===== src/source/cvtIntPkg.sv =====
package cvtIntPkg;

    //////////////////////////////////////////////////////////////////////
    // rounding modes
    //////////////////////////////////////////////////////////////////////

    // same encoding as the frm csr field
    typedef enum logic [2:0] {
        rne = 3'b000,    // nearest, ties to even
        rtz = 3'b001,    // toward zero
        rdn = 3'b010,    // toward minus infinity
        rup = 3'b011,    // toward plus infinity
        rmm = 3'b100     // nearest, ties to max magnitude
    } roundMode_t;

    //////////////////////////////////////////////////////////////////////
    // 32-bit integer results
    //////////////////////////////////////////////////////////////////////

    localparam int int32Len = 32;

    typedef logic [int32Len-1:0] int32_t;

    // saturation values for signed word results
    localparam int32_t int32Min = 32'h8000_0000;
    localparam int32_t int32Max = 32'h7fff_ffff;

endpackage


===== src/source/fpFormatPkg.sv =====
package fpFormatPkg;

    //////////////////////////////////////////////////////////////////////
    // format widths
    //////////////////////////////////////////////////////////////////////

    localparam int flen = 64;            // widest register value
    localparam int doubleNe = 11;
    localparam int doubleNf = 52;
    localparam int singleNe = 8;
    localparam int singleNf = 23;
    localparam int singleLen = 32;

    // shifted mantissa out of the normalization shifter
    localparam int normShiftSz = 168;

    //////////////////////////////////////////////////////////////////////
    // vector types
    //////////////////////////////////////////////////////////////////////

    typedef logic [flen-1:0] flen_t;         // full register value

    typedef logic [doubleNe-1:0] exp_t;      // biased exponent

    // two extra msbs flag underflow and overflow
    typedef logic [doubleNe+1:0] fullExp_t;

    // top bit set means the conversion underflowed
    typedef logic [doubleNe:0] cvtExp_t;

    typedef logic [doubleNf-1:0] frac_t;     // fraction only
    typedef logic [doubleNf:0] man_t;        // with hidden bit

    typedef logic [flen:0] roundAdd_t;       // round increment

    //////////////////////////////////////////////////////////////////////
    // output format
    //////////////////////////////////////////////////////////////////////

    // encoded as in the instruction fmt field
    typedef enum logic {
        fmtSingle = 1'b0,
        fmtDouble = 1'b1
    } fmt_t;

endpackage


===== src/source/fpResultPriority.sv =====
`timescale 1ns/100ps

module fpResultPriority
    import fpFormatPkg::*;
(
    input  flen_t    xNaNRes,
    input  flen_t    yNaNRes,
    input  flen_t    zNaNRes,
    input  flen_t    invalidRes,
    input  flen_t    ofRes,
    input  flen_t    killProdRes,
    input  flen_t    ufRes,
    input  flen_t    normRes,
    input  logic     xNaN,
    input  logic     yNaN,
    input  logic     zNaN,
    input  logic     invalid,       // invalid flag
    input  logic     overflow,
    input  logic     divByZero,
    input  logic     infIn,
    input  logic     killProd,      // product too small to matter
    input  logic     fmaOp,
    input  logic     cvtOp,
    input  logic     intToFp,
    input  logic     cvtResUf,      // conversion underflow
    input  logic     xZero,
    input  logic     intZero,
    input  fullExp_t fullResExp,
    output flen_t    postProcRes
);

    logic killRes;

    // conversions only kill on a zero of the operand actually in use
    assign killRes = cvtOp ? (cvtResUf | (xZero & ~intToFp) | (intZero & intToFp))
                           : fullResExp[doubleNe+1];

    //////////////////////////////////////////////////////////////////////
    // priority select
    //////////////////////////////////////////////////////////////////////

    always_comb begin
        if (xNaN & ~(intToFp & cvtOp)) begin
            postProcRes = xNaNRes;
        end else if (yNaN & ~cvtOp) begin
            postProcRes = yNaNRes;
        end else if (zNaN & fmaOp) begin
            postProcRes = zNaNRes;
        end else if (invalid) begin
            postProcRes = invalidRes;
        end else if (overflow | divByZero | infIn) begin
            postProcRes = ofRes;            // signed infinity or max finite
        end else if (killProd & fmaOp) begin
            postProcRes = killProdRes;
        end else if (killRes) begin
            postProcRes = ufRes;
        end else begin
            postProcRes = normRes;
        end
    end

endmodule


===== src/source/intCvtResult.sv =====
`timescale 1ns/100ps

module intCvtResult
    import fpFormatPkg::*;
    import cvtIntPkg::*;
#(
    parameter int Xlen = 64
) (
    input  logic                   xSgn,
    input  logic                   xNaN,
    input  logic                   isSigned,
    input  logic                   int64,       // long result, low when Xlen is 32
    input  logic                   plus1,
    input  logic                   intInvalid,  // out of range, nan or infinity
    input  logic [normShiftSz-1:0] shifted,
    input  cvtExp_t                cvtCalcExp,
    output logic [Xlen-1:0]        fCvtIntRes,
    output logic [1:0]             negResMsbs
);

    logic [Xlen+1:0] roundedRes;    // magnitude after rounding
    logic [Xlen+1:0] negRes;        // signed result with two guard bits
    logic [Xlen-1:0] ofIntRes;      // saturation value
    logic            negIn;         // negative and not a nan
    logic            cvtUf;

    assign negIn = xSgn & ~xNaN;
    assign cvtUf = cvtCalcExp[doubleNe];

    //////////////////////////////////////////////////////////////////////
    // round and negate
    //////////////////////////////////////////////////////////////////////

    assign roundedRes = {2'b00, shifted[normShiftSz-1 -: Xlen]} + {{Xlen+1{1'b0}}, plus1};
    assign negRes = xSgn ? -roundedRes : roundedRes;

    // bits on either side of the destination's sign position
    always_comb begin
        if (isSigned) begin
            negResMsbs = int64 ? negRes[Xlen:Xlen-1] : negRes[int32Len:int32Len-1];
        end else begin
            negResMsbs = int64 ? negRes[Xlen+1:Xlen] : negRes[int32Len+1:int32Len];
        end
    end

    //////////////////////////////////////////////////////////////////////
    // saturation
    //////////////////////////////////////////////////////////////////////

    always_comb begin
        if (isSigned) begin
            if (negIn) begin
                ofIntRes = int64 ? {1'b1, {Xlen-1{1'b0}}}
                                 : Xlen'($signed(int32Min));  // sign extended word min
            end else begin
                ofIntRes = int64 ? {1'b0, {Xlen-1{1'b1}}} : Xlen'(int32Max);
            end
        end else begin
            ofIntRes = negIn ? '0 : '1;    // unsigned clamps to 0 or all ones
        end
    end

    //////////////////////////////////////////////////////////////////////
    // final select
    //////////////////////////////////////////////////////////////////////

    always_comb begin
        if (intInvalid) begin
            fCvtIntRes = ofIntRes;
        end else if (cvtUf) begin
            // magnitude below one rounds to 0, 1 or -1
            fCvtIntRes = (xSgn & isSigned & plus1) ? '1 : Xlen'(plus1);
        end else if (int64) begin
            fCvtIntRes = negRes[Xlen-1:0];
        end else begin
            fCvtIntRes = Xlen'($signed(negRes[int32Len-1:0]));  // words are sign extended
        end
    end

endmodule


===== src/source/resultSelect.sv =====
`timescale 1ns/100ps

module resultSelect
    import fpFormatPkg::*;
    import cvtIntPkg::*;
#(
    parameter int Xlen = 64
) (
    input  logic                   clk,
    input  logic                   rst,
    input  logic                   inValid,
    input  fmt_t                   outFmt,
    input  roundMode_t             frm,
    input  logic                   resSgn,
    input  logic                   infIn,
    input  logic                   intToFp,
    input  logic                   cvtOp,
    input  logic                   fmaOp,
    input  logic                   plus1,
    input  logic                   addendSticky,
    input  logic                   zDenorm,
    input  logic                   zZero,
    input  man_t                   xMan,
    input  man_t                   yMan,
    input  man_t                   zMan,
    input  exp_t                   zExp,
    input  exp_t                   resExp,
    input  frac_t                  resFrac,
    input  roundAdd_t              roundAdd,
    input  logic                   xNaN,
    input  logic                   yNaN,
    input  logic                   zNaN,
    input  logic                   invalid,
    input  logic                   overflow,
    input  logic                   divByZero,
    input  logic                   killProd,
    input  logic                   cvtResUf,
    input  logic                   xZero,
    input  logic                   intZero,
    input  fullExp_t               fullResExp,
    input  logic                   xSgn,
    input  logic                   isSigned,
    input  logic                   int64,
    input  logic                   intInvalid,
    input  logic [normShiftSz-1:0] shifted,
    input  cvtExp_t                cvtCalcExp,
    output logic                   outValid,
    output flen_t                  postProcRes,
    output logic [Xlen-1:0]        fCvtIntRes,
    output logic [1:0]             negResMsbs
);

    flen_t xNaNRes, yNaNRes, zNaNRes, invalidRes;   // candidates
    flen_t ofRes, killProdRes, ufRes, normRes;
    flen_t           postProcNext;
    logic [Xlen-1:0] fCvtIntNext;
    logic [1:0]      negMsbsNext;

    //////////////////////////////////////////////////////////////////////
    // floating-point path
    //////////////////////////////////////////////////////////////////////

    specialResultGen u_specialResultGen (
        .outFmt, .frm, .resSgn, .infIn, .intToFp, .cvtOp, .plus1,
        .addendSticky, .zDenorm, .zZero, .xMan, .yMan, .zMan, .zExp,
        .resExp, .resFrac, .roundAdd,
        .xNaNRes, .yNaNRes, .zNaNRes, .invalidRes, .ofRes, .killProdRes,
        .ufRes, .normRes
    );

    fpResultPriority u_fpResultPriority (
        .xNaNRes, .yNaNRes, .zNaNRes, .invalidRes, .ofRes, .killProdRes,
        .ufRes, .normRes, .xNaN, .yNaN, .zNaN, .invalid, .overflow,
        .divByZero, .infIn, .killProd, .fmaOp, .cvtOp, .intToFp, .cvtResUf,
        .xZero, .intZero, .fullResExp,
        .postProcRes (postProcNext)
    );

    // integer conversion runs alongside
    intCvtResult #(.Xlen(Xlen)) u_intCvtResult (
        .xSgn, .xNaN, .isSigned, .int64, .plus1, .intInvalid, .shifted, .cvtCalcExp,
        .fCvtIntRes (fCvtIntNext),
        .negResMsbs (negMsbsNext)
    );

    //////////////////////////////////////////////////////////////////////
    // output stage
    //////////////////////////////////////////////////////////////////////

    always_ff @(posedge clk) begin
        if (rst) begin
            outValid    <= 1'b0;
            postProcRes <= '0;
            fCvtIntRes  <= '0;
            negResMsbs  <= '0;
        end else begin
            outValid <= inValid;
            if (inValid) begin           // hold the last result otherwise
                postProcRes <= postProcNext;
                fCvtIntRes  <= fCvtIntNext;
                negResMsbs  <= negMsbsNext;
            end
        end
    end

endmodule


===== src/source/specialResultGen.sv =====
`timescale 1ns/100ps

module specialResultGen
    import fpFormatPkg::*;
    import cvtIntPkg::*;
(
    input  fmt_t       outFmt,
    input  roundMode_t frm,
    input  logic       resSgn,
    input  logic       infIn,        // an input is infinite
    input  logic       intToFp,
    input  logic       cvtOp,
    input  logic       plus1,        // round up by one ulp
    input  logic       addendSticky,
    input  logic       zDenorm,
    input  logic       zZero,
    input  man_t       xMan,
    input  man_t       yMan,
    input  man_t       zMan,
    input  exp_t       zExp,
    input  exp_t       resExp,
    input  frac_t      resFrac,
    input  roundAdd_t  roundAdd,
    output flen_t      xNaNRes,
    output flen_t      yNaNRes,
    output flen_t      zNaNRes,
    output flen_t      invalidRes,
    output flen_t      ofRes,
    output flen_t      killProdRes,
    output flen_t      ufRes,
    output flen_t      normRes
);

    localparam int boxLen = flen - singleLen;         // nan-box width
    localparam int fracLo = doubleNf - singleNf;      // lsb of single fraction in a man_t
    localparam int addHi = fracLo + singleLen - 2;    // top round bit for single

    logic ofResMax;    // overflow gives largest finite instead of infinity
    logic ufInc;       // underflow rounds up to the smallest denormal
    logic zExpLsb;     // denormal or zero addend has a stored exponent of 0

    // quiet nan carrying the operand's upper fraction bits
    function automatic flen_t quietNaN(input fmt_t fmt, input man_t man);
        flen_t res;
        if (fmt == fmtDouble) begin
            res = {1'b0, {doubleNe{1'b1}}, 1'b1, man[doubleNf-2:0]};
        end else begin
            res = {{boxLen{1'b1}}, 1'b0, {singleNe{1'b1}}, 1'b1, man[doubleNf-2:fracLo]};
        end
        return res;
    endfunction

    assign ofResMax = (~infIn | (intToFp & cvtOp)) &
                      ((frm == rtz) | ((frm == rdn) & ~resSgn) | ((frm == rup) & resSgn));
    assign ufInc = plus1 & frm[1];
    assign zExpLsb = zExp[0] & ~(zDenorm | zZero);

    //////////////////////////////////////////////////////////////////////
    // nan candidates
    //////////////////////////////////////////////////////////////////////

    assign xNaNRes = quietNaN(outFmt, xMan);
    assign yNaNRes = quietNaN(outFmt, yMan);
    assign zNaNRes = quietNaN(outFmt, zMan);
    assign invalidRes = quietNaN(outFmt, '0);   // default nan has an empty payload

    //////////////////////////////////////////////////////////////////////
    // overflow, kill product, underflow, normal
    //////////////////////////////////////////////////////////////////////

    always_comb begin
        if (outFmt == fmtDouble) begin
            ofRes = ofResMax ? {resSgn, {doubleNe-1{1'b1}}, 1'b0, {doubleNf{1'b1}}}
                             : {resSgn, {doubleNe{1'b1}}, {doubleNf{1'b0}}};
            // addend passes through with its rounding applied
            killProdRes = {resSgn, {zExp[doubleNe-1:1], zExpLsb, zMan[doubleNf-1:0]}
                          + (roundAdd[flen-2:0] & {flen-1{addendSticky}})};
            ufRes = {resSgn, {flen-1{1'b0}}} + {{flen-1{1'b0}}, ufInc};
            normRes = {resSgn, resExp, resFrac};
        end else begin
            ofRes = ofResMax ? {{boxLen{1'b1}}, resSgn, {singleNe-1{1'b1}}, 1'b0,
                                {singleNf{1'b1}}}
                             : {{boxLen{1'b1}}, resSgn, {singleNe{1'b1}}, {singleNf{1'b0}}};
            // exponent msb kept, lower bits from the rebiased field
            killProdRes = {{boxLen{1'b1}}, resSgn,
                           {zExp[doubleNe-1], zExp[singleNe-2:1], zExpLsb,
                            zMan[doubleNf-1:fracLo]}
                           + (roundAdd[addHi:fracLo] & {singleLen-1{addendSticky}})};
            ufRes = {{boxLen{1'b1}},
                     {resSgn, {singleLen-1{1'b0}}} + {{singleLen-1{1'b0}}, ufInc}};
            normRes = {{boxLen{1'b1}}, resSgn, resExp[singleNe-1:0],
                       resFrac[doubleNf-1:fracLo]};
        end
    end

endmodule


===== config.mk =====
export PLATFORM = sky130hd
export DESIGN_NAME = resultSelect
export DESIGN_NICKNAME = d
export VERILOG_FILES = /design/src/source/cvtIntPkg.sv /design/src/source/fpFormatPkg.sv /design/src/source/fpResultPriority.sv /design/src/source/intCvtResult.sv /design/src/source/resultSelect.sv /design/src/source/specialResultGen.sv
export SDC_FILE = /design/constraint.sdc
export NUM_CORES = 1
export LEC_CHECK = 0
export ABC_CLOCK_PERIOD_IN_PS = 6800
export BUFFER_PORTS_ARGS = -buffer_cell sky130_fd_sc_hd__buf_2
export CAP_MARGIN = 20
export CORE_AREA = 2 2 251 253
export CTS_BUF_LIST = sky130_fd_sc_hd__clkbuf_4 sky130_fd_sc_hd__clkbuf_8 sky130_fd_sc_hd__clkbuf_16
export CTS_CLUSTER_DIAMETER = 50
export CTS_CLUSTER_SIZE = 24
export DETAILED_ROUTE_END_ITERATION = 12
export DIE_AREA = 0 0 253 255
export HOLD_SLACK_MARGIN = 0.12
export PLACE_DENSITY_LB_ADDON = 0.25
export SETUP_SLACK_MARGIN = 0.4
export SLEW_MARGIN = 40
export SYNTH_ARGS = -nofsm -noshare
export SYNTH_HDL_FRONTEND = slang
export SYNTH_SLANG_ARGS = --single-unit
export TNS_END_PERCENT = 100

===== constraint.sdc =====
create_clock -name clk -period 6.8 [get_ports clk]
set_input_delay 1.36 -clock clk [delete_from_list [all_inputs] [get_ports clk]]
set_output_delay 1.36 -clock clk [all_outputs]
set_load 0.01 [all_outputs]

==> flow_summary.yaml, run 1 <==
critical_path:
  cp.arrival_ps: 5990
  max_stage_delay_ps: 650
  required_ps: 7140
  path_class: "in -> reg"
  path_cells: "buf_2, ha_1, ha_1, nand4_1, nor4_1, nand4_1, nor3_1, mux2_2, o21ai_0, nand4_2, o41ai_4, xnor2_1, a2111oi_0, nor4_1"
  rr_worst_depth: 5
  r2r_start: "postProcRes[28]$_SDFFE_PP0P_"
  critPathMaxFanout: 8
  critical-path-slowest-cell: "nor4_1"
  start_kind: "input pin"
  r2r_setup_slack_ps: 5480
  critPathCaptureType: "flip-flop"
  reg2reg_to: "postProcRes[28]$_SDFFE_PP0P_"
sta:
  worst_pin_slew_ps: 870.6
  min_period_ps: 5649
  period_share_pct: 83.08
  finClkSkew_ps: 0
  finalHoldViolCount: 0
  fin_setup_tns_ps: 0
  relSlewSlack_pct: 41.61
  max_freq_mhz: 177.0
  rsz0062_at_grt: "no"
  setup_viol_count_final: 0
  slew_violations: 0
pwr:
  p_int_mw: 1.936
  clockPowerShare_pct: 31.7
  switching_power_mw: 1.460
  p_per_area_mw_per_mm2: 160.7
  combPwrFrac_pct: 42.7
  seq_power_share_pct: 25.7
  power.leakage_nw: 9.079
  total_power_mw: 3.395
  peakVddDrop_mv: 0.1947
  switching_share_pct: 42.99
global_route:
  grt_pass1_vias: 20170
  antenna_found_initial: 14
  grt_start_max_net_pins: 66
  grt_overflow: 0
  grt_first_pass_wirelength_um: 141500
  grt_usage_pct: 30.19
synthesis:
  synthFlopType: "dfxtp_1"
  synth-edff-count: 0
  synth_nets: 3040
  syn-cell-area_mm2: 0.01716
  synth_area_per_cell_um2: 7.010
  seq_area_frac_synth_pct: 15.28
  synthDominantCellAreaShare_pct: 15.28
  synth_cell_type_count: 90
  yosysMostFrequentCell: "a21oi_1"
  synthTopCellsByArea: "dfxtp_1 (15%), a21oi_1 (7.0%), o21ai_0 (6.6%)"
  ys_warn_count: 0
  synthCells: 2448
  yosysTopAreaCell: "dfxtp_1"
  async_flop_share_pct: 0
  yosys_register_bits: 131
  netlist_top_cells_count: "a21oi_1 (241), o21ai_0 (228), nor2_1 (207), nand2_1 (191), clkbuf_1 (153)"
place:
  dp_hpwl_um: 82340
  gp_congestion: 1.054
  port_buffers: 517
cts:
  numCtsBuffers: 17
  ctsResizeCount: 0
  htree_levels: 4
  cts_tree: "built"
  postCtsSetupBuffers: 0
  hold_buffers: 0
  clockBufferDepth: 2
  cts-root-buf: "clkbuf_16"
  clock-sinks: 131
  clk_pin_slew_ps: 70
  clkLatencyLatePin_ps: 470
detailed_routing:
  wl_met3_um: 8313
  post-route-drc-count: 0
  wl_met2_um: 46190
  wire_per_inst_um: 27.60
  viasPerCell: 5.784
  final_antenna_net_count: 0
  highest_layer: "met5"
  dr.pass1.iters: 5
  totalWireLength_um: 101300
  first_iter_violations: 1754
  vias: 21240
  wl_met1_um: 40460
floorplan:
  die_y_um: 255
  dieArea_mm2: 0.06452
  core-area_mm2: 0.06216
  ioPinCount: 652
  fp.dieW_um: 253
  start_util_pct: 27.61
  rows: 92
worst_hold_path:
  min_to: "postProcRes[7]$_SDFFE_PP0P_"
  holdCritStartpoint: "postProcRes[7]$_SDFFE_PP0P_"
  min_path_type: "reg -> reg"
  min_path_cells: 2
cells_and_area:
  drive_gt1_share_pct: 23.34
  syn_to_final_growth_pct: 23.11
  fillerInstances: 6889
  fin_util_pct: 33.99
  seqCellArea_mm2: 0.002623
  multi_input_area_mm2: 0.01368
  layout.nets: 3449
status:
  status: "complete, no violations"
job:
  max_cap_violations: 0
[layout make-up]
cell class / count / share of cell area (%)
antenna: 3 / 0.03554
clock buffer: 17 / 2.014
clock inverter: 15 / 1.025
inverter: 48 / 0.8529
multi-input combinational: 2089 / 64.74
sequential: 131 / 12.41
tap: 799 / 4.732
timing repair buffer: 570 / 14.18
[cell usage in the layout, fill, tap and decap left out, types with 16 or more instances in the layout]
cell type / netlist / layout
buf_2: 10 / 514
a21oi_1: 241 / 241
o21ai_0: 228 / 228
nor2_1: 207 / 203
nand2_1: 191 / 191
dfxtp_1: 131 / 131
xnor2_1: 130 / 130
mux2i_1: 101 / 101
nor3_1: 101 / 100
and2_1: 82 / 82
xor2_1: 78 / 78
ha_1: 69 / 69
nand3_1: 65 / 65
buf_4: 5 / 55
nand4_1: 49 / 49
inv_1: 46 / 44
o221ai_1: 43 / 43
a21o_1: 42 / 42
and3_1: 37 / 37
a221oi_1: 35 / 35
nand2b_1: 30 / 30
a211oi_1: 26 / 25
o31ai_1: 24 / 24
a31oi_1: 22 / 22
nor2b_1: 22 / 21
and4_1: 21 / 21
nor4_1: 20 / 20
o21a_1: 18 / 18
o211ai_1: 18 / 18
mux2_2: 17 / 17
clkbuf_16: 0 / 17
o21bai_1: 16 / 16
[registers in the layout, indices dropped and copies added, names as in the netlist]
register,cells
outValid,1
fCvtIntRes,64
negResMsbs,2
postProcRes,64
[worst max-delay path by stage]
stage / startpoint / slack (ps) / depth (start not counted) / to
2_1_floorplan: plus1 / 1890 / 14 / negResMsbs[1]$_SDFFE_PP0P_
3_3_place_gp: plus1 / 680 / 14 / negResMsbs[1]$_SDFFE_PP0P_
3_5_place_dp: plus1 / 700 / 14 / negResMsbs[0]$_SDFFE_PP0P_
4_1_cts: plus1 / 1240 / 14 / negResMsbs[0]$_SDFFE_PP0P_
5_1_grt: plus1 / 830 / 14 / negResMsbs[0]$_SDFFE_PP0P_
6_report: plus1 / 1150 / 14 / negResMsbs[0]$_SDFFE_PP0P_
[power groups by stage]
stage / clock, mW / sequential [mW] / combinational, mW
floorplan: 0 / 0.915 / 0.748
global placement: 0 / 0.888 / 1.43
detailed placement: 0 / 0.888 / 1.42
CTS: 1.11 / 0.871 / 1.42
global route: 1.13 / 0.878 / 1.54
finish: 1.08 / 0.871 / 1.45
[metal layers]
metal  track usage, %  up-vias
met5                0        -
met4            17.68       14
met3            6.773      222
met2            49.80     1017
met1            36.03    10100
li1                 -     9889
[stage by stage]
stage / setup WS (ps) / instances / instance area, µm² / hold slack (ps)
after floorplan: 1886 / 2448 / 17160 / 466.6
after global placement: 677.3 / 3637 / 20460 / 430.6
after detailed placement: 702.5 / 3637 / 20470 / 438.4
after CTS: 1241 / 3669 / 21110 / 456.5
after global routing: 834.5 / 3670 / 21120 / 462.9
final: 1151 / 3672 / 21130 / 454.0
[kinds of logic after synthesis]
kind of cell | after synthesis | share of synthesized area [%]
fa+ha+maj | 71 | 5.264
compound gates | 814 | 30.19
simple gates | 878 | 26.43
buf+inv | 228 | 5.213
xor+xnor | 208 | 10.62
flops | 131 | 15.28
mux | 118 | 7.007
[critical path, delay by kind of cell]
family	cells	cell delay [ps]
muxes	1	400
AOI/OAI and AO/OA	3	1270
and+or+nand+nor	6	2030
adders and majority gates	2	620
xor gates and xnor gates	1	140
buffers and inverters	1	180
No activity file was read; power rests on OpenSTA's default activity.
==> run 2: changes to the inputs <==
- ABC_CLOCK_PERIOD_IN_PS: 6800 -> 5180
- clock period: 6.8 -> 5.18 ns (I/O delays scaled with it)
==> run 2 against run 1 <==
Compared with the run above:
- sequential share of layout area shrank 0.45 points
- hold slack better by 5.3 ps
- count of clock-buffer cells in the layout did not move
- non-clock buffer count grew 108
- critical path type unchanged
- highest routed layer unchanged
- largest cell class unchanged
- first-iteration DRC count rose by 6.5%
- cell count is 3.0% higher
- power up 30%
==> flow_summary.yaml, run 2 (same netlist as run 1, synthesis figures left out) <==
status:
  status: "complete, no violations"
critical_path:
  start_kind: "input pin"
  cp_top_family: "compound AO/OA/AOI/OAI gates"
  cp.arrival_ps: 5040
  critical-path-slowest-cell: "a2111oi_1"
  max_stage_delay_ps: 510
  critPathCaptureType: "flip-flop"
  path_class: "in -> reg"
  r2r_start: "postProcRes[28]$_SDFFE_PP0P_"
  critPathMaxFanout: 35
  path_cells: "buf_2, buf_12, and2_1, ha_1, a21oi_1, o21ai_0, a21oi_1, o21ai_0, a2111oi_1, a21bo_2, a41oi_1, o21ai_0, xnor2_1, o2111ai_1, a221o_1"
  required_ps: 5560
  crit_start: "addendSticky"
  cpMostUsedCell: "o21ai_0"
  cp_num_buf_inv: 2
global_route:
  grt_busiest_layer: "met2"
  grt_util_met1_pct: 34.93
  grt_start_max_net_pins: 84
  grt_util_met3_pct: 6.977
  grt_usage_pct: 30.12
  grt_pass1_vias: 20660
  grt_first_pass_wirelength_um: 141700
  antenna_found_initial: 14
  use_met2_pct: 49.87
  grt_overflow: 0
place:
  gp_congestion: 1.059
  dpl.cell_count: 3745
  pre_cts_ws_ps: -33.69
  dp_hpwl_um: 82890
  port_buffers: 517
pwr:
  switching_share_pct: 41.74
  peakVddDrop_mv: 0.2686
  clockPowerShare_pct: 29.8
  p_int_mw: 2.577
  seq_power_share_pct: 25.9
  p_per_area_mw_per_mm2: 201.8
  power.leakage_nw: 9.594
  switching_power_mw: 1.846
  combPwrFrac_pct: 44.4
floorplan:
  start_util_pct: 27.61
  ioPinCount: 652
  core-area_mm2: 0.06216
  fp.dieW_um: 253
  dieArea_mm2: 0.06452
  die_y_um: 255
  rows: 92
sta:
  finalHoldViolCount: 0
  period_share_pct: 89.91
  setup_slack_ps: 522.8
  setup_viol_count_final: 0
  rsz0062_at_grt: "no"
  relSlewSlack_pct: 41.69
  max_freq_mhz: 214.7
  min_period_ps: 4657
  worst_pin_slew_ps: 873.7
  slew_violations: 0
  finClkSkew_ps: 0
cells_and_area:
  fillerInstances: 6883
  layout.nets: 3557
  drive_gt1_share_pct: 26.03
  mostFrequentLayoutCell: "buf_2"
  syn_to_final_growth_pct: 27.78
  largestRegisters: "fCvtIntRes x64, postProcRes x64, negResMsbs x2"
  layout.cells.non_filler: 3781
  final_cell_mix: "buf_2 (515), a21oi_1 (241), o21ai_0 (228), nor2_1 (205), nand2_1 (191)"
detailed_routing:
  post-route-drc-count: 0
  wire_per_inst_um: 26.61
  vias: 21560
  dr.pass1.iters: 6
  first_iter_violations: 1868
  totalWireLength_um: 100600
  final_antenna_net_count: 0
  viasPerCell: 5.702
cts:
  hold_buffers: 0
  numCtsBuffers: 17
  clk_pin_slew_ps: 70
  clkLatencyLatePin_ps: 480
  postCtsSetupBuffers: 0
  cts-root-buf: "clkbuf_16"
  clockBufferDepth: 2
  cts_tree: "built"
  htree_levels: 4
  clock-sinks: 131
job:
  max_cap_violations: 0
worst_hold_path:
  holdCritStartpoint: "postProcRes[22]$_SDFFE_PP0P_"
  min_path_type: "reg -> reg"
-- run 2: cell types whose count changed in the layout (fill, tap and decap cells not counted), sizes merged --
cell and change:
buf +108, diode +2, inv -2, clkinvlp +1
-- run 2: area by class of cell --
type                    count  area [µm²]  share of cell area [%]
multi-input cells        2089       13680                   62.37
flip-flops and latches    131        2623                   11.96
repair buffers            678        3834                   17.48
diodes                      5       12.51                 0.05706
clock inverters            14       176.4                  0.8046
well taps                 799       999.7                   4.559
inverters                  48       180.2                  0.8217
clock buffers              17       425.4                   1.940
-- run 2: power groups by stage --
stage / clock [mW] / combinational [mW] / sequential, mW
after floorplan: 0 / 0.982 / 1.20
after global placement: 0 / 1.93 / 1.16
after detailed placement: 0 / 1.92 / 1.16
after CTS: 1.36 / 1.93 / 1.14
after global routing: 1.39 / 2.09 / 1.15
final: 1.32 / 1.96 / 1.14
-- run 2: worst register-to-register path: stages (launching register included) --
cell and delay [ps]:
dfxtp_1 310, nand2_1 70, and3_1 220, o211ai_1 100, a221oi_1 340, buf_4 180
a221oi_1 40
-- run 2: metal layers --
layer	vias to the layer above	part of all wire (%)
li1	10120	-
met1	10110	39
met2	1084	46
met3	237	8.6
met4	10	7.0
met5	-	0.055
-- run 2: final timing paths --
| check | endpoint | slack (ps) | cells after the start |
|---|---|---|---|
| worst max-delay path | postProcRes[36]$_SDFFE_PP0P_ | 520 | 15 |
| worst min-delay path | postProcRes[22]$_SDFFE_PP0P_ | 460 | 2 |
| worst max register to register | postProcRes[28]$_SDFFE_PP0P_ | 3760 | 6 |
| worst min register to register | postProcRes[22]$_SDFFE_PP0P_ | 460 | 2 |
-- run 2: stage by stage --
stage               utilization (%)  area [µm²]  setup TNS (ps)  total power [mW]  hold WS (ps)
floorplan                         -       17160               0             2.182         466.6
global placement              34.26       21290          -163.6             3.095         431.0
detailed placement            34.27       21300          -33.69             3.086         440.8
CTS                           35.23       21900               0             4.431         459.6
global route                  35.26       21920               0             4.632         479.1
finish                        35.28       21930               0             4.424         459.3
-- run 2: repair_timing --
action	CTS	global route
endpoints found under the hold margin	0	0
endpoints found under the setup margin	0	6
resized for setup	0	4
